--- config.mk ---
export PLATFORM = sky130hd
export DESIGN_NAME = output_quantizer
export DESIGN_NICKNAME = d
export VERILOG_FILES = /design/src/design/lpf_pkg.sv /design/src/design/output_quantizer.sv
export SDC_FILE = /design/constraint.sdc
export NUM_CORES = 1
export LEC_CHECK = 0
export ABC_AREA = 1
export BUFFER_PORTS_ARGS = -buffer_cell sky130_fd_sc_hd__buf_2
export CAP_MARGIN = 10
export CORE_MARGIN = 5
export CORE_UTILIZATION = 25
export CTS_CLUSTER_DIAMETER = 150
export DETAILED_ROUTE_END_ITERATION = 8
export PLACE_DENSITY_LB_ADDON = 0.2
export REMOVE_ABC_BUFFERS = 1
export SLEW_MARGIN = 10
export SYNTH_ARGS = -nofsm -noshare
export SYNTH_HDL_FRONTEND = slang
export SYNTH_SLANG_ARGS = --single-unit
--- constraint.sdc ---
create_clock -name clk -period 1.3 [get_ports clk]
set_input_delay 0.13 -clock clk [delete_from_list [all_inputs] [get_ports clk]]
set_output_delay 0.13 -clock clk [all_outputs]
set_load 0.05 [all_outputs]
--- src/design/lpf_pkg.sv ---
package lpf_pkg;

    // ----------------------------------------
    // Widths and counts
    // ----------------------------------------
    localparam int sample_w     = 16;       // Signed input and output samples
    localparam int coef_w       = 18;       // Signed Q2.16 coefficients
    localparam int coef_frac    = 16;       // Fraction bits dropped at the output
    localparam int acc_w        = 48;       // Accumulator width
    localparam int num_taps     = 5;        // b0 b1 b2 a1 a2
    localparam int drain_cycles = 4;        // Last issue to output strobe

    typedef logic signed [sample_w-1:0] sample_t;
    typedef logic signed [coef_w-1:0]   coef_t;
    typedef logic signed [acc_w-1:0]    acc_t;
    typedef logic [2:0]                 tap_t;   // Tap index or drain count

    // ----------------------------------------
    // Encodings
    // ----------------------------------------
    typedef enum logic [1:0] {
        op_nop  = 2'd0,                     // Hold accumulator
        op_load = 2'd1,                     // Acc takes product
        op_add  = 2'd2,                     // Acc plus product
        op_sub  = 2'd3                      // Acc minus product
    } mac_op_t;

    typedef enum logic [1:0] {
        st_idle  = 2'd0,
        st_issue = 2'd1,
        st_drain = 2'd2
    } seq_state_t;

    // Command into the MAC slice, one per cycle
    typedef struct packed {
        mac_op_t                  op;
        coef_t                    coef;
        logic signed [coef_w-1:0] data;     // Sample, sign-extended to B width
        logic                     last;     // Marks tap 4
    } mac_cmd_t;

    typedef struct packed {
        acc_t acc;
        logic last;                         // Acc holds a finished sum
    } mac_result_t;

endpackage

--- src/design/output_quantizer.sv ---
`timescale 1ns/1ps

module output_quantizer (
    input  logic                 clk,
    input  logic                 reset,
    input  lpf_pkg::mac_result_t result,
    output logic                 out_valid,     // One cycle per sample
    output lpf_pkg::sample_t     out_sample
);

    localparam lpf_pkg::acc_t half   = lpf_pkg::acc_t'(1) <<< (lpf_pkg::coef_frac - 1);
    localparam lpf_pkg::acc_t sat_hi = lpf_pkg::acc_t'((2 ** (lpf_pkg::sample_w - 1)) - 1);
    localparam lpf_pkg::acc_t sat_lo = -sat_hi - lpf_pkg::acc_t'(1);

    lpf_pkg::acc_t    acc_in;
    lpf_pkg::acc_t    shifted;          // Rounded, back to sample scale
    lpf_pkg::sample_t clipped;

    always_comb begin
        acc_in  = result.acc;
        shifted = (acc_in + half) >>> lpf_pkg::coef_frac;  // Round half up
        if (shifted > sat_hi) begin
            clipped = lpf_pkg::sample_t'(sat_hi);           // Clip positive
        end else if (shifted < sat_lo) begin
            clipped = lpf_pkg::sample_t'(sat_lo);           // Clip negative
        end else begin
            clipped = lpf_pkg::sample_t'(shifted);
        end
    end

    always_ff @(posedge clk or posedge reset) begin
        if (reset) begin
            out_valid  <= 1'b0;
            out_sample <= '0;
        end else begin
            out_valid <= result.last;
            if (result.last) begin
                out_sample <= clipped;      // Held until next sample
            end
        end
    end

endmodule

==> flow_summary.ini, run 1 <==
[timing]
clock_skew_ns = 0
worstMarginPinSlew_ns = 0.637
fin_tns_setup_ns = -5.78
setup_viol = 15
fmax_ghz = 0.586
finalWorstSetupSlack_ns = -0.406
drv_slew = 0
max-slew-margin-rel = 0.575
period_share = 1.31
fin_crit_ns = 1.71
rsz0062_at_grt = yes
finalHoldViolCount = 0

[placement]
gp_congestion = 0.841
io_buffers = 52
dpl_cell_area_um2 = 2640
detailedPlace.worstSlack_ns = -0.664
place_hpwl_um = 5000

[route]
antenna_left = 0
vias = 2147
first_pass_iters = 6
via_per_inst = 4.20
routed_wl_um = 5770
initialDrtViolationCount = 70
drc_errors = 0
wl_per_cell_um = 11.3

[global_routing]
antenna_found_initial = 0
grt_overflow = 0
grt_first_pass_wirelength_um = 9900
grt_max_degree = 18
grt_pass1_vias = 2130
grt_usage = 0.126

[layout]
antenna_cells = 0
final_layout_size_suffix_gt1_frac = 0.471
final_cell_mix = nand2_1 (84), buf_2 (49), buf_4 (48)
fin_nets = 465
areaGrowthSynthToFinish_pct = 55.7
layout_commonest_cell = nand2_1
stdcell_area_um2 = 2950
final_util = 0.402

[outcome]
violations = negative setup slack
status = finished, violations left

[setup_path]
cp-startpoint = result[17]
cp-end-kind = flop
critPathMaxFanout = 7
worstPathCellList = buf_8, ha_4, nand2_4, nor2_8, nand2_4, nor2_4, nand2_1, nand2_1, nand2_1, nor2_1, nand3_1, nor2_1, nand2_1, a21oi_4, clkbuf_16, a21oi_2
path_common_cell = nand2_1
cpMaxStageDelayCell = a21oi_4
critPathTopFamily = simple AND/OR/NAND/NOR gates
required_ns = 1.44
worstSetupStartpointType = input port
slowest_delay_ns = 0.24
critPathBufInv = 2
cp.arrival_ns = 1.84
rr_startpoint = out_sample[5]
worstSetupPathType = input port to flop
r2r_slack_ns = 0.65

[synthesis]
syn_area_per_cell_um2 = 6.17
synth.distinct_cells = 29
synth_top_family_by_area = simple AND/OR/NAND/NOR gates
yosysWarnings = 0
synth_adder_area_share = 0.00661
synth_xor_xnor_area_share = 0.0694
synthCells = 307
synth_seq_cells = 17
seq_area_frac_synth = 0.225
syn_area_um2 = 1890
synth_ff_type = dfrtp_1
synthSimpleGateAreaFrac = 0.538
synth_compound_area_frac = 0.0760
muxShareOfSynthArea = 0
synth-async-reset-ratio = 1.00
synth-edff-count = 0

[die]
boundaryPins = 68
start_util = 0.258
dieArea_um2 = 9420
coreArea_um2 = 7330
num_rows = 31
die_w_um = 97.0
die_h_um = 97.0

[run]
drv_cap = 0

[cts]
cts_max_path_buffers = 2
cts_tree = yes
clockRootBuffer = clkbuf_8
cts_buffers = 3
clock_latency_ns = 0.25
cts.sink_count = 17
clkTransAtPathRegs_ns = 0.06
htreeDepth = 1

[min_path]
hp-class = input port to flop
hp-start = result[21]

[power_and_ir_drop]
powerDensity_nw_per_um2 = 598
power_leakage_nw = 1.43
peakVddDrop_v = 0.000264
total_power_mw = 1.76
-- cell type report --
| cell class | instances | area [µm²] |
|---|---|---|
| clock buffers | 4 | 45.0 |
| fillers | 793 | 4380 |
| inverters | 34 | 128 |
| multi-input cells | 252 | 1490 |
| flip-flops and latches | 17 | 425 |
| well taps | 99 | 124 |
| repair buffers | 105 | 733 |
-- registers in the layout, indices dropped and copies added, names as in the netlist --
register    flops
out_valid       1
out_sample     16
-- path summary, 6_finish.rpt --
path / endpoint / depth (start not counted)
worst min-delay path: out_sample[4] / 4
worst max-delay path: out_sample[10] / 16
worst max register to register: out_sample[5] / 2
min in group asynchronous: out_valid / 3
max in group asynchronous: out_sample[9] / 3
worst min register to register: out_sample[15] / 2
-- routing by layer --
| layer | wire length [µm] | vias to the layer above | global-route usage |
|---|---|---|---|
| li1 | - | 1154 | - |
| met1 | 2730 | 929 | 0.167 |
| met2 | 2730 | 62 | 0.219 |
| met3 | 271 | 2 | 0.0108 |
| met4 | 42 | 0 | 0.0324 |
| met5 | 0 | - | 0 |
-- where the power goes --
group,switching (mW),leakage [nW],internal [mW]
Combinational,0.493,1.23,0.283
Sequential,0.0244,0.184,0.579
Clock,0.166,0.0228,0.217
Total,0.683,1.43,1.08
-- what timing repair did --
action                                  4_1_cts  5_1_grt
cloned                                        1        0
endpoints found under the hold margin        17        0
hold buffers                                  1        0
resized for setup                            47       19
endpoints found under the setup margin       16       16
pin swaps                                     2       18
buffers inserted                              2        0
-- kinds of logic after synthesis --
family          Yosys count
buf+inv                  38
compound gates           19
xor+xnor                 15
simple gates            217
flops                    17
fa+ha+maj                 1
-- worst min-delay path, delay by kind of cell --
kind                   cells  cell delay, ns
AO/OA/AOI/OAI              1            0.05
XOR/XNOR                   1            0.08
AND/OR/NAND/NOR            1            0.08
buffers and inverters      1            0.11
-- cell usage after synthesis (3+ instances only) --
master / number / area (µm²)
nor2_8: 3 / 60.1
inv_1: 29 / 109
a21oi_1: 5 / 25.0
xor2_1: 6 / 52.6
nand2_2: 17 / 106
nor2_4: 4 / 45.0
nand3_1: 11 / 55.1
a21oi_2: 10 / 87.6
dfrtp_1: 17 / 425
inv_2: 4 / 15.0
nor2_2: 4 / 25.0
nand2_1: 100 / 375
xnor2_1: 9 / 78.8
nor2_1: 62 / 233
nand3b_1: 7 / 52.6
-- per-stage QoR --
stage	hold slack [ns]	instances
after global routing	0.240	511
after floorplan	0.0561	303
after CTS	0.230	511
after detailed placement	0.243	503
after global placement	0.237	503
final	0.237	511
Note: power is estimated with default switching activity, not from simulation.
==> run 2: changes to the inputs <==
--- a/config.mk
+++ b/config.mk
@@ -8,8 +8,8 @@
 export ABC_AREA = 1
 export BUFFER_PORTS_ARGS = -buffer_cell sky130_fd_sc_hd__buf_2
 export CAP_MARGIN = 10
-export CORE_MARGIN = 5
-export CORE_UTILIZATION = 25
+export CORE_MARGIN = 4
+export CORE_UTILIZATION = 45
 export CTS_CLUSTER_DIAMETER = 150
 export DETAILED_ROUTE_END_ITERATION = 8
 export PLACE_DENSITY_LB_ADDON = 0.2
==> run 2 against run 1 <==
Effect of this change: worst hold slack got worse by 0.014 ns; clock power is 8.1% higher; flip-flop and latch count unchanged; power rose by 2.5%; the run still ends with negative setup slack left; setup slack better by 0.057 ns; first-iteration DRC count rose by 46%; utilization is 32 points higher; clock-buffer cell count shrank 1; non-clock buffer count increased by 11; clock skew unchanged.
==> flow_summary.ini, run 2 (synthesis gave the netlist of run 1 again) <==
[outcome]
status = finished, violations left
violations = negative setup slack

[global_routing]
antenna_found_initial = 0
grt_first_pass_wirelength_um = 9500
grt_max_degree = 18
grt_usage = 0.229
grt_pass1_vias = 2141
grt_overflow = 0

[setup_path]
worstSetupStartpointType = input port
critPathMaxFanout = 15
required_ns = 1.45
cp-end-kind = flop
slowest_delay_ns = 0.17
cpMaxStageDelayCell = a21oi_4
cp.arrival_ns = 1.80
worstSetupPathType = input port to flop
path_common_cell = nand2_1
worstPathCellList = buf_8, ha_4, nand2_4, nor2_8, nand2_4, nor2_4, nand2_1, nand2_1, nand2_1, nor2_1, nand2_1, nor2_1, nand2_1, a21oi_4, buf_12, a21oi_1
critPathTopFamily = simple AND/OR/NAND/NOR gates
critPathBufInv = 2

[route]
via_per_inst = 4.71
vias = 2227
first_pass_iters = 4
wl_per_cell_um = 12.3
antenna_left = 0
initialDrtViolationCount = 102
routed_wl_um = 5830
drc_errors = 0

[layout]
areaGrowthSynthToFinish_pct = 53.2
largest_reg_flops = 16
fin_nets = 476
stdcell_area_um2 = 2900
fin_cells = 473
reg.largest.list = out_sample (16), out_valid (1)
regMostFlops = out_sample
num-fill-cells = 342
final_layout_size_suffix_gt1_frac = 0.449
antenna_cells = 0
layout_commonest_cell = nand2_1
final_cell_mix = nand2_1 (89), buf_4 (62), nor2_1 (51)

[timing]
finalWorstSetupSlack_ns = -0.349
setup_viol = 15
fin_crit_ns = 1.65
worstMarginPinSlew_ns = 0.622
max-slew-margin-rel = 0.585
fmax_ghz = 0.606
finalHoldViolCount = 0
drv_slew = 0
clock_skew_ns = 0
period_share = 1.27
rsz0062_at_grt = yes

[placement]
dpl_cell_area_um2 = 2610
dp_cells = 459
place_hpwl_um = 4520
io_buffers = 52
gp_congestion = 0.881

[die]
num_rows = 23
dieArea_um2 = 5310
coreArea_um2 = 4030
boundaryPins = 68
die_h_um = 72.9
start_util = 0.470
die_w_um = 72.9

[run]
drv_cap = 0

[cts]
htreeDepth = 1
clkTransAtPathRegs_ns = 0.07
clockRootBuffer = clkbuf_8
cts_buffers = 3
cts_tree = yes
cts_max_path_buffers = 2
clock_latency_ns = 0.26
cts.sink_count = 17

[min_path]
hp-class = input port to flop

[power_and_ir_drop]
power_leakage_nw = 1.47
peakVddDrop_v = 0.000355
powerDensity_nw_per_um2 = 623
[run 2: changes by cell type in the layout (fill, tap and decap cells not counted), moves of 2 or more]
cell,delta
a21oi_2,-3
a21oi_1,+3
nand2_1,+5
buf_4,+14
nand2_2,-7
nor2_1,+6
nor2_4,-5
nand2_4,+2
[run 2: worst register-to-register path, delay by kind of cell, from the launching register on]
family | cells | cell delay [ns]
DFF | 1 | 0.40
and+or+nand+nor | 1 | 0.15
AOI/OAI and AO/OA | 1 | 0.05
[run 2: worst paths after layout]
path	startpoint	to	slack, ns	cells after the start
min in group asynchronous	reset	out_sample[9]	0.48	3
max	result[17]	out_sample[3]	-0.35	16
min reg2reg	out_sample[15]	out_sample[15]	0.48	2
max reg2reg	out_sample[5]	out_sample[5]	0.60	2
max in group asynchronous	reset	out_valid	0.42	3
min	result[0]	out_sample[15]	0.22	4
[run 2: metal layers]
| metal | vias to the layer above | routed length [µm] | track usage |
|---|---|---|---|
| met3 | 9 | 273 | 0.0124 |
| met4 | 0 | 105 | 0.0738 |
| met5 | - | 0 | 0 |
| met1 | 994 | 2480 | 0.280 |
| li1 | 1169 | - | - |
| met2 | 55 | 2970 | 0.425 |
[run 2: cell type report]
type	count	area, µm²	share of cell area
multi-input combinational	252	1430	0.492
timing repair buffer	116	810	0.279
sequential	17	425	0.147
inverter	34	128	0.0440
tap	50	62.6	0.0216
clock buffer	3	41.3	0.0142
clock inverter	1	7.51	0.00259
[run 2: metrics by stage]
stage / setup TNS, ns / utilization / total power [mW] / hold slack (ns) / setup slack (ns)
global placement: -8.67 / 0.649 / 1.32 / 0.215 / -0.571
finish: -5.06 / 0.720 / 1.81 / 0.223 / -0.349
global route: -7.63 / 0.720 / 1.89 / 0.234 / -0.519
CTS: -4.37 / 0.710 / 1.79 / 0.230 / -0.314
detailed placement: -9.44 / 0.649 / 1.33 / 0.234 / -0.641
floorplan: -8.21 / - / 1.03 / 0.0561 / -0.547
[run 2: repair_timing]
item                                   in CTS  in global routing
endpoints found under the hold margin      17                  0
pin swaps                                  33                  7
gates resized for setup                    33                  9
setup endpoints to repair                  16                 16
gates cloned                                1                  0
setup buffers                               6                  2
hold buffers                                1                  0
[run 2: power by group]
part	leakage [nW]	internal, mW	switching (mW)
clock	0.0217	0.216	0.197
sequential	0.184	0.578	0.0256
combinational	1.26	0.294	0.495
==> run 3: changes to the inputs <==
--- a/config.mk
+++ b/config.mk
@@ -18,3 +18,4 @@
 export SYNTH_ARGS = -nofsm -noshare
 export SYNTH_HDL_FRONTEND = slang
 export SYNTH_SLANG_ARGS = --single-unit
+export TNS_END_PERCENT = 1
==> run 3 against run 2 <==
Effect of this change: largest power group unchanged; register-to-register slack lost 0.03 ns; the flow still finishes with violations (negative setup slack); die area stayed put; sequential power about the same; setup slack worse by 0.12 ns.
==> flow_summary.ini, run 3 (synthesis gave the netlist of run 1 again) <==
[die]
coreArea_um2 = 4030
start_util = 0.470
num_rows = 23
dieArea_um2 = 5310
boundaryPins = 68
die_h_um = 72.9
die_w_um = 72.9

[route]
via_per_inst = 4.84
antenna_left = 0
routed_wl_um = 6370
wl_per_cell_um = 13.4
first_pass_iters = 4
initialDrtViolationCount = 107
drc_errors = 0
vias = 2296

[cts]
cts.sink_count = 17
clockRootBuffer = clkbuf_8
htreeDepth = 1
clkTransAtPathRegs_ns = 0.06
cts_tree = yes
cts_buffers = 3
clock_latency_ns = 0.26
cts_max_path_buffers = 2

[layout]
fin_cells = 474
reg.largest.list = out_sample (16), out_valid (1)
multi_input_area_um2 = 1540
final_layout_size_suffix_gt1_frac = 0.526
stdcell_area_um2 = 3060
final_cell_mix = nand2_1 (73), buf_4 (63), buf_2 (45)
largest_reg_flops = 16
areaGrowthSynthToFinish_pct = 61.3
regMostFlops = out_sample
seq_area_um2 = 425
layout_commonest_cell = nand2_1
antenna_cells = 0
num-fill-cells = 317
fin_nets = 477
final_util = 0.758

[global_routing]
grt_first_pass_wirelength_um = 9400
grt_usage = 0.225
antenna_found_initial = 0
grt_max_degree = 18
grt_overflow = 0
grt_pass1_vias = 2115

[placement]
gp_congestion = 0.881
place_hpwl_um = 4520
dpl_cell_area_um2 = 2610
detailedPlace.worstSlack_ns = -0.641
dp_cells = 459
io_buffers = 52

[timing]
finalHoldViolCount = 0
fin_crit_ns = 1.77
worstMarginPinSlew_ns = 0.623
max-slew-margin-rel = 0.584
period_share = 1.36
fin_tns_setup_ns = -6.68
drv_slew = 0
setup_viol = 15
finalWorstSetupSlack_ns = -0.465
clock_skew_ns = 0
rsz0062_at_grt = yes
fmax_ghz = 0.567

[setup_path]
worstSetupStartpointType = input port
rr_startpoint = out_sample[4]
required_ns = 1.45
r2r_slack_ns = 0.57
worstSetupPathType = input port to flop
cp.arrival_ns = 1.91
r2r-end = out_sample[4]
critPathMaxFanout = 7
cp-end-kind = flop
r2r_cells = 2

[outcome]
status = finished, violations left
violations = negative setup slack

[power_and_ir_drop]
peakVddDrop_v = 0.000458
power_leakage_nw = 1.51
powerDensity_nw_per_um2 = 605

[min_path]
hp-class = input port to flop
min_path_cells = 2
hold_path_end = out_valid
hp-start = result[0]

[run]
drv_cap = 0
[run 3: power breakdown]
part	switching [mW]	internal [mW]	leakage, nW	total (mW)
Combinational	0.524	0.312	1.30	0.836
Clock	0.191	0.216	0.0217	0.407
Sequential	0.0260	0.579	0.184	0.604
[run 3: cell type report]
type                    instances  share of cell area
multi-input cells             252               0.505
repair buffers                117               0.278
flip-flops and latches         17               0.139
inverters                      34              0.0418
well taps                      50              0.0205
clock buffers                   3              0.0135
clock inverters                 1             0.00246
[run 3: per-stage QoR]
step                hold slack (ns)  total power, mW
floorplan                    0.0561             1.03
global placement              0.215             1.32
detailed placement            0.234             1.33
CTS                           0.230             1.79
global route                  0.229             1.94
finish                        0.227             1.85
[run 3: per-layer routing]
| layer | share of wire | vias up | GRT usage |
|---|---|---|---|
| li1 | - | 1175 | - |
| met1 | 0.41 | 1040 | 0.283 |
| met2 | 0.53 | 72 | 0.415 |
| met3 | 0.044 | 9 | 0.0110 |
| met4 | 0.020 | 0 | 0.0635 |
| met5 | 0 | - | 0 |
[run 3: worst max-delay path: stages]
cell and delay [ns]:
clkbuf_4 0.15, nand2_2 0.09, nor2_4 0.13, nand2_1 0.08
nor2_1 0.15, nand2_1 0.07, nand2_1 0.06, nand2_1 0.06
nor2_1 0.13, nand3_1 0.11, nor2_2 0.16, nand2_2 0.09
a21oi_4 0.24, clkbuf_16 0.20, a21oi_2 0.05
[run 3: worst max-delay path by stage]
stage,start,endpoint,slack (ns)
2_1_floorplan,result[16],out_sample[2],-0.55
3_3_place_gp,result[24],out_sample[5],-0.57
3_5_place_dp,result[17],out_sample[4],-0.64
4_1_cts,result[17],out_sample[4],-0.31
5_1_grt,result[30],out_sample[14],-0.54
6_report,result[30],out_sample[14],-0.47
[run 3: what timing repair did]
item,CTS,global route
buffers inserted,6,2
resized for setup,31,55
hold endpoints to repair,17,0
pin swaps,36,34
setup endpoints to repair,16,16
gates cloned,1,1
hold buffers,1,0
